===== config.mk =====
export PLATFORM = sky130hd
export DESIGN_NAME = rename_br_top
export DESIGN_NICKNAME = d
export VERILOG_FILES = /design/src/source/br_pkg.sv /design/src/source/rename_pkg.sv /design/src/source/br_mask_ctrl.sv /design/src/source/br_stack_ent.sv /design/src/source/branch_stack.sv /design/src/source/map_table.sv /design/src/source/rename_br_top.sv
export SDC_FILE = /design/constraint.sdc
export NUM_CORES = 1
export LEC_CHECK = 0
export BUFFER_PORTS_ARGS = -buffer_cell sky130_fd_sc_hd__buf_2
export CAP_MARGIN = 40
export CORE_MARGIN = 2
export CORE_UTILIZATION = 34
export CTS_BUF_LIST = sky130_fd_sc_hd__clkbuf_2
export CTS_CLUSTER_SIZE = 30
export DETAILED_ROUTE_END_ITERATION = 12
export GPL_TIMING_DRIVEN = 0
export PLACE_DENSITY = 0.55
export RECOVER_POWER = 100
export SLEW_MARGIN = 20
export SYNTH_ARGS = -nofsm -noshare
export SYNTH_HDL_FRONTEND = slang
export SYNTH_SLANG_ARGS = --single-unit

===== constraint.sdc =====
create_clock -name clk -period 6.64 [get_ports clk]
set_clock_uncertainty 0.15 [all_clocks]
set_input_delay 0.664 -clock clk [delete_from_list [all_inputs] [get_ports clk]]
set_output_delay 0.664 -clock clk [all_outputs]
set_load 0.01 [all_outputs]

===== src/source/br_pkg.sv =====
// Branch tracking definitions for the rename stage.
// Mask depth, resolve state codes, resolve broadcast struct
// and the checkpointed free-list / store-queue pointers.
package br_pkg;

	localparam int BR_DEPTH = 4; // Outstanding branches, one mask bit each.

	// Widths of the pointers saved with a checkpoint.
	localparam int CKPT_FL_W = 5; // Free-list head.
	localparam int CKPT_SQ_W = 3; // Store-queue tail.

	typedef logic [BR_DEPTH-1:0] br_mask_t; // One bit per live branch.

	typedef logic [1:0] br_state_t;

	// Resolve outcome, broadcast for one cycle.
	localparam br_state_t BR_ST_NONE    = 2'd0; // Nothing resolves.
	localparam br_state_t BR_ST_CORRECT = 2'd1; // Prediction held.
	localparam br_state_t BR_ST_WRONG   = 2'd2; // Mispredict, recover.

	// Resolve broadcast from the back end.
	typedef struct packed {
		br_state_t state;    // Outcome code.
		br_mask_t  tag;      // One-hot tag of the resolving branch.
		br_mask_t  dep_mask; // Mask the branch saw at dispatch.
	} br_res_t;

	// Pointers that travel with a checkpoint.
	typedef struct packed {
		logic [CKPT_FL_W-1:0] fl_head; // Free-list head.
		logic [CKPT_SQ_W-1:0] sq_tail; // Store-queue tail.
	} ckpt_ptr_t;

endpackage


===== src/source/rename_pkg.sv =====
// Register rename definitions.
// Table sizes, map entry and map table types, CDB broadcast,
// dispatch request/response structs and the CDB ready merge.
package rename_pkg;

	localparam int ARCH_REGS  = 8; // Architectural registers.
	localparam int ARCH_IDX_W = 3;
	localparam int PRF_TAG_W  = 5; // Physical tag width.
	localparam int FL_PTR_W   = br_pkg::CKPT_FL_W; // Same as the saved head.
	localparam int SQ_PTR_W   = br_pkg::CKPT_SQ_W; // Same as the saved tail.

	typedef logic [ARCH_IDX_W-1:0] arch_idx_t;
	typedef logic [PRF_TAG_W-1:0]  prf_tag_t;

	typedef struct packed {
		prf_tag_t tag; // Physical register.
		logic     rdy; // Value already written back.
	} map_ent_t;

	typedef map_ent_t [ARCH_REGS-1:0] map_tbl_t; // Indexed by arch reg.

	typedef struct packed {
		logic     valid;
		prf_tag_t tag; // Tag completing this cycle.
	} cdb_t;

	// One instruction offered to rename.
	typedef struct packed {
		logic              is_br;    // Branch, takes a checkpoint.
		logic              has_dest; // Writes a register.
		arch_idx_t         dest;
		arch_idx_t         src1;
		arch_idx_t         src2;
		prf_tag_t          new_tag;  // From the free list.
		br_pkg::ckpt_ptr_t ptr;      // Saved if this is a branch.
	} disp_req_t;

	// Rename result, same cycle as the request.
	typedef struct packed {
		map_ent_t         src1;
		map_ent_t         src2;
		prf_tag_t         old_tag; // Freed when this insn retires.
		br_pkg::br_mask_t br_mask; // Branches this insn depends on.
		br_pkg::br_mask_t br_new;  // Own one-hot for a branch.
	} disp_rsp_t;

	// Sets the ready bit of every entry whose tag is on the CDB.
	function automatic map_tbl_t cdb_merge(map_tbl_t tbl, cdb_t cdb);
		map_tbl_t res;
		res = tbl;
		for (int i = 0; i < ARCH_REGS; i++) begin
			if (cdb.valid && (tbl[i].tag == cdb.tag)) begin
				res[i].rdy = 1'b1;
			end
		end
		return res;
	endfunction

endpackage


===== src/source/br_mask_ctrl.sv =====
// Branch mask controller.
// Holds the current branch mask, picks the lowest free bit for a
// new branch, flags full, and applies correct/wrong resolves.
module br_mask_ctrl (
	input  logic              clk,
	input  logic              rst_i,
	input  logic              br_alloc_i,  // Branch accepted this cycle.
	input  br_pkg::br_res_t   resolve_i,   // Resolve broadcast.
	output br_pkg::br_mask_t  br_mask_o,   // Mask seen by this dispatch.
	output br_pkg::br_mask_t  br_new_o,    // Bit a new branch would take.
	output logic              full_o       // No free bit left.
);

	br_pkg::br_mask_t mask_q;   // Live branches.
	br_pkg::br_mask_t mask_clr; // After a correct resolve.
	br_pkg::br_mask_t mask_nxt;
	logic             res_correct;
	logic             res_wrong;

	assign res_correct = (resolve_i.state == br_pkg::BR_ST_CORRECT);
	assign res_wrong   = (resolve_i.state == br_pkg::BR_ST_WRONG);

	// A correct resolve frees its bit in the same cycle,
	// so a dispatch here may reuse it.
	always_comb begin
		mask_clr = mask_q;
		if (res_correct) begin
			mask_clr = mask_q & ~resolve_i.tag; // Drop the resolved branch.
		end
	end

	// Lowest zero bit: adding one ripples through the low ones.
	// Result is zero when every bit is set.
	assign br_new_o  = ~mask_clr & (mask_clr + br_pkg::br_mask_t'(1));
	assign full_o    = &mask_clr;
	assign br_mask_o = mask_clr;

	always_comb begin
		mask_nxt = mask_clr;
		if (res_wrong) begin
			// Rewind to what the bad branch depended on.
			// Younger branches vanish with it.
			mask_nxt = resolve_i.dep_mask;
		end else if (br_alloc_i) begin
			mask_nxt = mask_clr | br_new_o; // Claim the free bit.
		end
	end

	always_ff @(posedge clk) begin
		if (rst_i) begin
			mask_q <= '0; // No branch in flight.
		end else begin
			mask_q <= mask_nxt;
		end
	end

endmodule


===== src/source/br_stack_ent.sv =====
// One branch checkpoint slot.
// Saves the map table snapshot and the free-list/store-queue
// pointers, and keeps the snapshot's ready bits current from the CDB.
module br_stack_ent (
	input  logic                clk,
	input  logic                rst_i,
	input  logic                save_i, // Branch allocated into this slot.
	input  rename_pkg::cdb_t    cdb_i,
	input  rename_pkg::map_tbl_t map_i, // Live map before this edge.
	input  br_pkg::ckpt_ptr_t   ptr_i,
	output rename_pkg::map_tbl_t map_o, // Saved map for recovery.
	output br_pkg::ckpt_ptr_t   ptr_o
);

	rename_pkg::map_tbl_t map_q;
	rename_pkg::map_tbl_t map_src; // Live or held snapshot.
	br_pkg::ckpt_ptr_t    ptr_q;

	// A save takes the live map, otherwise keep our own copy.
	assign map_src = save_i ? map_i : map_q;

	always_ff @(posedge clk) begin
		if (rst_i) begin
			map_q <= '0;
			ptr_q <= '0;
		end else begin
			// Results broadcast while the branch is pending
			// must read ready once we roll back.
			map_q <= rename_pkg::cdb_merge(map_src, cdb_i);
			if (save_i) begin
				ptr_q <= ptr_i; // Pointers never change after capture.
			end
		end
	end

	assign map_o = map_q;
	assign ptr_o = ptr_q;

endmodule


===== src/source/branch_stack.sv =====
// Branch stack.
// Mask controller, one checkpoint slot per mask bit,
// and the recovery mux that picks the mispredicted branch's slot.
module branch_stack (
	input  logic                 clk,
	input  logic                 rst_i,
	input  logic                 br_alloc_i, // Branch dispatched.
	input  br_pkg::br_res_t      resolve_i,
	input  rename_pkg::cdb_t     cdb_i,
	input  rename_pkg::map_tbl_t map_i,      // Live map to snapshot.
	input  br_pkg::ckpt_ptr_t    ptr_i,      // Pointers to snapshot.
	output br_pkg::br_mask_t     br_mask_o,
	output br_pkg::br_mask_t     br_new_o,
	output logic                 full_o,
	output logic                 rc_valid_o, // Recovery this cycle.
	output rename_pkg::map_tbl_t rc_map_o,
	output br_pkg::ckpt_ptr_t    rc_ptr_o
);

	rename_pkg::map_tbl_t ent_map [br_pkg::BR_DEPTH];
	br_pkg::ckpt_ptr_t    ent_ptr [br_pkg::BR_DEPTH];
	br_pkg::br_mask_t     save;     // Per-slot save strobe.

	br_mask_ctrl u_mask_ctrl (
		.clk        (clk),
		.rst_i      (rst_i),
		.br_alloc_i (br_alloc_i),
		.resolve_i  (resolve_i),
		.br_mask_o  (br_mask_o),
		.br_new_o   (br_new_o),
		.full_o     (full_o)
	);

	assign save = br_alloc_i ? br_new_o : '0; // Slot i belongs to mask bit i.

	for (genvar i = 0; i < br_pkg::BR_DEPTH; i++) begin : g_ent
		br_stack_ent u_ent (
			.clk    (clk),
			.rst_i  (rst_i),
			.save_i (save[i]),
			.cdb_i  (cdb_i),
			.map_i  (map_i),
			.ptr_i  (ptr_i),
			.map_o  (ent_map[i]),
			.ptr_o  (ent_ptr[i])
		);
	end

	assign rc_valid_o = (resolve_i.state == br_pkg::BR_ST_WRONG);

	// Recovery mux.
	// Tag is one-hot so at most one slot matches.
	always_comb begin
		rc_map_o = '0;
		rc_ptr_o = '0;
		if (rc_valid_o) begin
			for (int i = 0; i < br_pkg::BR_DEPTH; i++) begin
				if (resolve_i.tag[i]) begin
					rc_map_o = ent_map[i];
					rc_ptr_o = ent_ptr[i];
				end
			end
		end
	end

endmodule


===== src/source/map_table.sv =====
// Register map table.
// Arch-to-physical lookup with CDB ready bypass, rename write,
// ready tracking and full restore from a checkpoint.
module map_table (
	input  logic                  clk,
	input  logic                  rst_i,
	input  rename_pkg::arch_idx_t src1_i,
	input  rename_pkg::arch_idx_t src2_i,
	input  rename_pkg::arch_idx_t dest_i,
	input  logic                  wr_en_i,       // Rename a destination.
	input  rename_pkg::prf_tag_t  new_tag_i,
	input  rename_pkg::cdb_t      cdb_i,
	input  logic                  restore_i,     // Mispredict recovery.
	input  rename_pkg::map_tbl_t  restore_map_i,
	output rename_pkg::map_ent_t  src1_o,
	output rename_pkg::map_ent_t  src2_o,
	output rename_pkg::prf_tag_t  old_tag_o,     // Previous dest mapping.
	output rename_pkg::map_tbl_t  map_o          // Stored table, for checkpoints.
);

	rename_pkg::map_tbl_t map_q;
	rename_pkg::map_tbl_t map_cdb; // Stored table plus this cycle's CDB.
	rename_pkg::map_tbl_t map_nxt;
	rename_pkg::map_tbl_t map_rst; // Identity mapping, all ready.

	assign map_cdb = rename_pkg::cdb_merge(map_q, cdb_i);

	// Sources see the table before this cycle's write.
	// A tag completing now already reads ready.
	assign src1_o    = map_cdb[src1_i];
	assign src2_o    = map_cdb[src2_i];
	assign old_tag_o = map_q[dest_i].tag;
	assign map_o     = map_q;

	always_comb begin
		for (int i = 0; i < rename_pkg::ARCH_REGS; i++) begin
			map_rst[i].tag = rename_pkg::prf_tag_t'(i); // Reg i starts in tag i.
			map_rst[i].rdy = 1'b1;
		end
	end

	always_comb begin
		map_nxt = map_cdb;
		if (restore_i) begin
			// Checkpoint wins over any write.
			// It still picks up this edge's CDB.
			map_nxt = rename_pkg::cdb_merge(restore_map_i, cdb_i);
		end else if (wr_en_i) begin
			map_nxt[dest_i].tag = new_tag_i;
			map_nxt[dest_i].rdy = 1'b0; // Producer not done yet.
		end
	end

	always_ff @(posedge clk) begin
		if (rst_i) begin
			map_q <= map_rst;
		end else begin
			map_q <= map_nxt;
		end
	end

endmodule


===== src/source/rename_br_top.sv =====
// Rename stage with branch checkpoints.
// Dispatch handshake, map table and branch stack.
module rename_br_top (
	input  logic                  clk,
	input  logic                  rst_i,
	input  logic                  disp_valid_i,
	input  rename_pkg::disp_req_t disp_req_i,
	output logic                  disp_ready_o,
	output rename_pkg::disp_rsp_t disp_rsp_o,
	input  br_pkg::br_res_t       resolve_i,
	input  rename_pkg::cdb_t      cdb_i,
	output logic                  rc_valid_o,    // Wrong-path recovery.
	output br_pkg::ckpt_ptr_t     rc_ptr_o,      // Saved head and tail.
	output br_pkg::br_mask_t      squash_mask_o  // Resolving branch bit.
);

	logic                 xfer;     // Handshake completes.
	logic                 wr_en;
	logic                 br_alloc;
	logic                 br_full;
	rename_pkg::map_tbl_t map_cur;
	rename_pkg::map_tbl_t rc_map;
	rename_pkg::map_ent_t src1_ent;
	rename_pkg::map_ent_t src2_ent;
	rename_pkg::prf_tag_t old_tag;
	br_pkg::br_mask_t     br_mask;
	br_pkg::br_mask_t     br_new;

	// Stall during recovery, and a branch stalls when the stack is full.
	assign disp_ready_o = (resolve_i.state != br_pkg::BR_ST_WRONG) &&
	                      !(disp_req_i.is_br && br_full);
	assign xfer     = disp_valid_i && disp_ready_o;
	assign wr_en    = xfer && disp_req_i.has_dest && !disp_req_i.is_br;
	assign br_alloc = xfer && disp_req_i.is_br;

	assign squash_mask_o = (resolve_i.state != br_pkg::BR_ST_NONE) ? resolve_i.tag : '0;

	map_table u_map_table (
		.clk           (clk),
		.rst_i         (rst_i),
		.src1_i        (disp_req_i.src1),
		.src2_i        (disp_req_i.src2),
		.dest_i        (disp_req_i.dest),
		.wr_en_i       (wr_en),
		.new_tag_i     (disp_req_i.new_tag),
		.cdb_i         (cdb_i),
		.restore_i     (rc_valid_o),
		.restore_map_i (rc_map),
		.src1_o        (src1_ent),
		.src2_o        (src2_ent),
		.old_tag_o     (old_tag),
		.map_o         (map_cur)
	);

	branch_stack u_branch_stack (
		.clk        (clk),
		.rst_i      (rst_i),
		.br_alloc_i (br_alloc),
		.resolve_i  (resolve_i),
		.cdb_i      (cdb_i),
		.map_i      (map_cur),
		.ptr_i      (disp_req_i.ptr),
		.br_mask_o  (br_mask),
		.br_new_o   (br_new),
		.full_o     (br_full),
		.rc_valid_o (rc_valid_o),
		.rc_map_o   (rc_map),
		.rc_ptr_o   (rc_ptr_o)
	);

	// Response is valid whenever the request is, no register.
	always_comb begin
		disp_rsp_o.src1    = src1_ent;
		disp_rsp_o.src2    = src2_ent;
		disp_rsp_o.old_tag = old_tag;
		disp_rsp_o.br_mask = br_mask;
		disp_rsp_o.br_new  = br_new;
	end

endmodule


==> summary.md <==
| Metric | Value |
|---|---|
| Max Buffers Root-to-Sink | 3 |
| CP Data Arrival Time | just under 5 ns |
| Routed met2 length | approximately 48000 µm |
| Cells on worst reg2reg path | 8 |
| Number of clock sinks | between 200 and 300 |
| Critical path class | reg2out |
| FMAX | roughly 180 MHz |
| Vias | approximately 21000 |
| Largest net degree at the start of global routing | 13 |
| DRT iter0 DRCs | 3321 |
| Wire length on met1 | 48300 µm |
| RePlAce Congestion | around 1 |
| Root Buffer | clkbuf_2 |
| Worst hold stages | 5 |
| Largest family of logic cells by synthesized area | compound AO/OA/AOI/OAI gates |
| Primary FF master, synth | dfxtp_1 |
| DP Wirelength | just over 90000 µm |
| Mapped Cells | about 2200 |
| Count of state elements after synthesis | between 200 and 300 |
| Final WS setup | between 0.9 and 1 ns |
| # hold bufs at CTS | 19 |
| Reg-to-Reg End | u_branch_stack.g_ent[3].u_ent.map_o[34]$_SDFF_PP0_ |
| Routed Antenna Nets | 0 |
| Wirelength per Cell | roughly 37 µm |
| Most frequent cells in the layout | nand2_1 (392), dfxtp_1 (276), a21oi_1 (220) |
| Total number of yosys warnings | 0 |
| Final hold vios | 0 |
| Post-CTS sizing | 0 |
| RSZ-0062 raised after global routing | false |
| Total core area | around 50000 µm² |
| # DRC | 0 |
| Reg2reg setup slack | about 2.2 ns |
| Port bufs | roughly 70 |
| Worst Hold Path EP | u_branch_stack.u_mask_ctrl.mask_q[3]$_SDFF_PP0_ |
| Synth Area in Compound Gates | between 20 and 25% |
| Syn Nets | between 2000 and 2500 |
| Setup-failing EPs final | 0 |
| Area growth syn-to-layout | 15.87% |
| Die Width | around 230 µm |
| Worst hold path startpoint | resolve_i[9] |
| Starting Density | roughly a third |
| WL met3 | approximately 14000 µm |
| Post-synthesis sequential area ratio | between 30% and 40% |
| CP startpoint kind | register |
| Top layer in use | met5 |
| Cell Area, Synth | 17410 µm² |
| FFs w/ async S/R, synth | 0% |
| Number of vias per cell | 6.414 |
| Row count | just over 80 |
| Most common cell after layout, fill and taps aside | nand2_1 |
| Synth cell types | 80 |
| Post-Synth XOR/XNOR Area | approximately 8.4% |
| Cells taking the most area after synthesis | dfxtp_1 (32%), nand2_1 (8.5%), a21oi_1 (6.3%) |
| Layout cells sized above 1 | roughly an eighth |
| Syn_area_per_cell | 7.784 µm² |
| Pre-CTS WS | 1.865 ns |
| Slew margin rel. | under 10% |
| Hold crit path type | in2reg |
| H-Tree Depth | 3 |
| Post-synthesis mux area share | about 11% |
| Actual slew at the worst max-slew pin | about 1.4 ns |
| Total wire length | ~120000 µm |
| Nets | approximately 2500 |
| Filler cell count in the final layout | between 5000 and 6000 |
| First-pass GRT wire length | around 160000 µm |
| Reg2reg start | u_branch_stack.u_mask_ctrl.mask_q[1]$_SDFF_PP0_ |
| Pre-Repair DR Iteration Count | 7 |
| Number of synthesized flops with an enable pin | 0 |
| Clk Latency, worst-skew pair | ~1.1 ns |
| Initial antenna violation count | 8 |
| Pleak | between 7 and 8 nW |
| Global route overflow | 0 |
| Post-CTS Setup Bufs | 0 |
| Num CTS Buffers | 81 |
| Final setup TNS | 0 ns |
| Worst VDD drop | 0.1165 mV |
| Slew Viols, Final | 0 |
| Final worst-path cycle share | 84.97% |
| Number of I/O pins | ~80 |
| PwrDens | between 200 and 250 nW/µm² |
| Status | completed |
| Dpl cell area | 19270 µm² |
| CTS tree | built |
| Period minus WS final | 5.642 ns |
| Vias in the first global route | around 19000 |
| Area share of fa/ha/maj cells after synthesis | 0% |
| Height of the chip | between 200 and 250 µm |
| Tot GR Track Use | 43.45% |
| CP Capture Type | primary output |
| Crit Path Max Fanout | 5 |
| Die Footprint | ~53000 µm² |
| Worst path required time | around 6 ns |
| Post-synth top area share | between 30% and 40% |
| Yosys top cell by area | dfxtp_1 |
| Final instance area | around 20000 µm² |
| Clock Pin Slew Worst Setup and Hold Paths | 0.10 ns |
| Simple-Gate Fraction of Synth Area | between 15 and 20% |
| MaxCap Viol Count | 0 |
## how the worst max path moves through the flow
| stage | slack [ns] | startpoint | to |
|---|---|---|---|
| after floorplan | 3.51 | cdb_i[1] | disp_rsp_o[13] |
| after global placement | 1.34 | resolve_i[6] | rc_ptr_o[5] |
| after detailed placement | 1.87 | resolve_i[6] | rc_ptr_o[6] |
| after CTS | 1.57 | u_map_table.map_o[35]$_SDFFE_PP0P_ | disp_rsp_o[13] |
| after global routing | 1.09 | u_map_table.map_o[35]$_SDFFE_PP0P_ | disp_rsp_o[19] |
| final | 1.0 | u_map_table.map_o[35]$_SDFFE_PP0P_ | disp_rsp_o[19] |
## state kept, by name, summed over array words and instances (netlist names)
name,flops
u_branch_stack.g_ent.u_ent.map_o,192
u_branch_stack.u_mask_ctrl.mask_q,4
u_map_table.map_o,48
u_branch_stack.g_ent.u_ent.ptr_o,32
## metal layers
layer / GRT usage [%] / vias to the layer above
li1: - / 8467
met1: 58.37 / 10060
met2: 62.40 / 1654
met3: 10.85 / 407
met4: 26.11 / 6
met5: 0 / -
## report_power, final
part	total [mW]	leakage, nW	switching (mW)	internal [mW]
Sequential	1.75	2.24	0.0506	1.70
Clock	1.42	0.543	0.886	0.533
Combinational	0.971	4.58	0.690	0.281
## synth_stat cells (17+ instances only)
| master | number |
|---|---|
| a211oi_1 | 42 |
| a21oi_1 | 220 |
| a221oi_1 | 20 |
| buf_1 | 34 |
| buf_2 | 49 |
| clkbuf_1 | 149 |
| dfxtp_1 | 276 |
| inv_1 | 31 |
| mux2_2 | 28 |
| mux2i_1 | 110 |
| mux4_2 | 24 |
| nand2_1 | 392 |
| nand3_1 | 19 |
| nand3b_1 | 36 |
| nor2_1 | 169 |
| nor2b_1 | 35 |
| nor3_1 | 36 |
| nor4_1 | 23 |
| o211ai_1 | 21 |
| o21ai_0 | 73 |
| o22ai_1 | 29 |
| o32ai_1 | 17 |
| xnor2_1 | 99 |
| xor2_1 | 67 |
## worst max-delay path, stage by stage, from the launching register on
cell and delay [ns]:
dfxtp_1 0.32, clkbuf_1 0.36, clkbuf_1 0.66, xor2_1 0.19
nor4_1 0.80, a31oi_1 0.43, mux4_2 0.55, a21oi_1 0.22
clkbuf_1 0.20
## final cells by class
class | instances | area [µm²] | share of cell area [%]
multi-input cells | 1689 | 10770 | 53.38
flip-flops and latches | 276 | 5525 | 27.40
repair buffers | 157 | 1211 | 6.005
plain buffers | 236 | 944.7 | 4.684
well taps | 672 | 840.8 | 4.169
clock buffers | 110 | 550.5 | 2.730
clock inverters | 33 | 191.4 | 0.9492
inverters | 35 | 131.4 | 0.6514
diodes | 3 | 7.507 | 0.03722
## cell families (layout without fill, tap and decap cells)
kind of cell,Yosys count,after routing
AOI/OAI and AO/OA,592,592
xor gates and xnor gates,166,166
muxes,162,162
DFF,276,276
and+or+nand+nor,769,769
other,0,3
buffers and inverters,271,571
## per-stage QoR
stage | utilization (%) | total power [mW] | hold WS (ns) | std cells
after floorplan | - | 2.222 | 0.2864 | 2236
final | 40.04 | 4.139 | 0.07931 | 3211
after CTS | 40.10 | 4.084 | 0.007723 | 3197
after global routing | 40.03 | 4.228 | 0.1337 | 3209
after global placement | 36.93 | 2.651 | 0.2924 | 2979
after detailed placement | 38.25 | 2.689 | 0.2969 | 3035
Note: power is estimated with default switching activity, not from simulation.
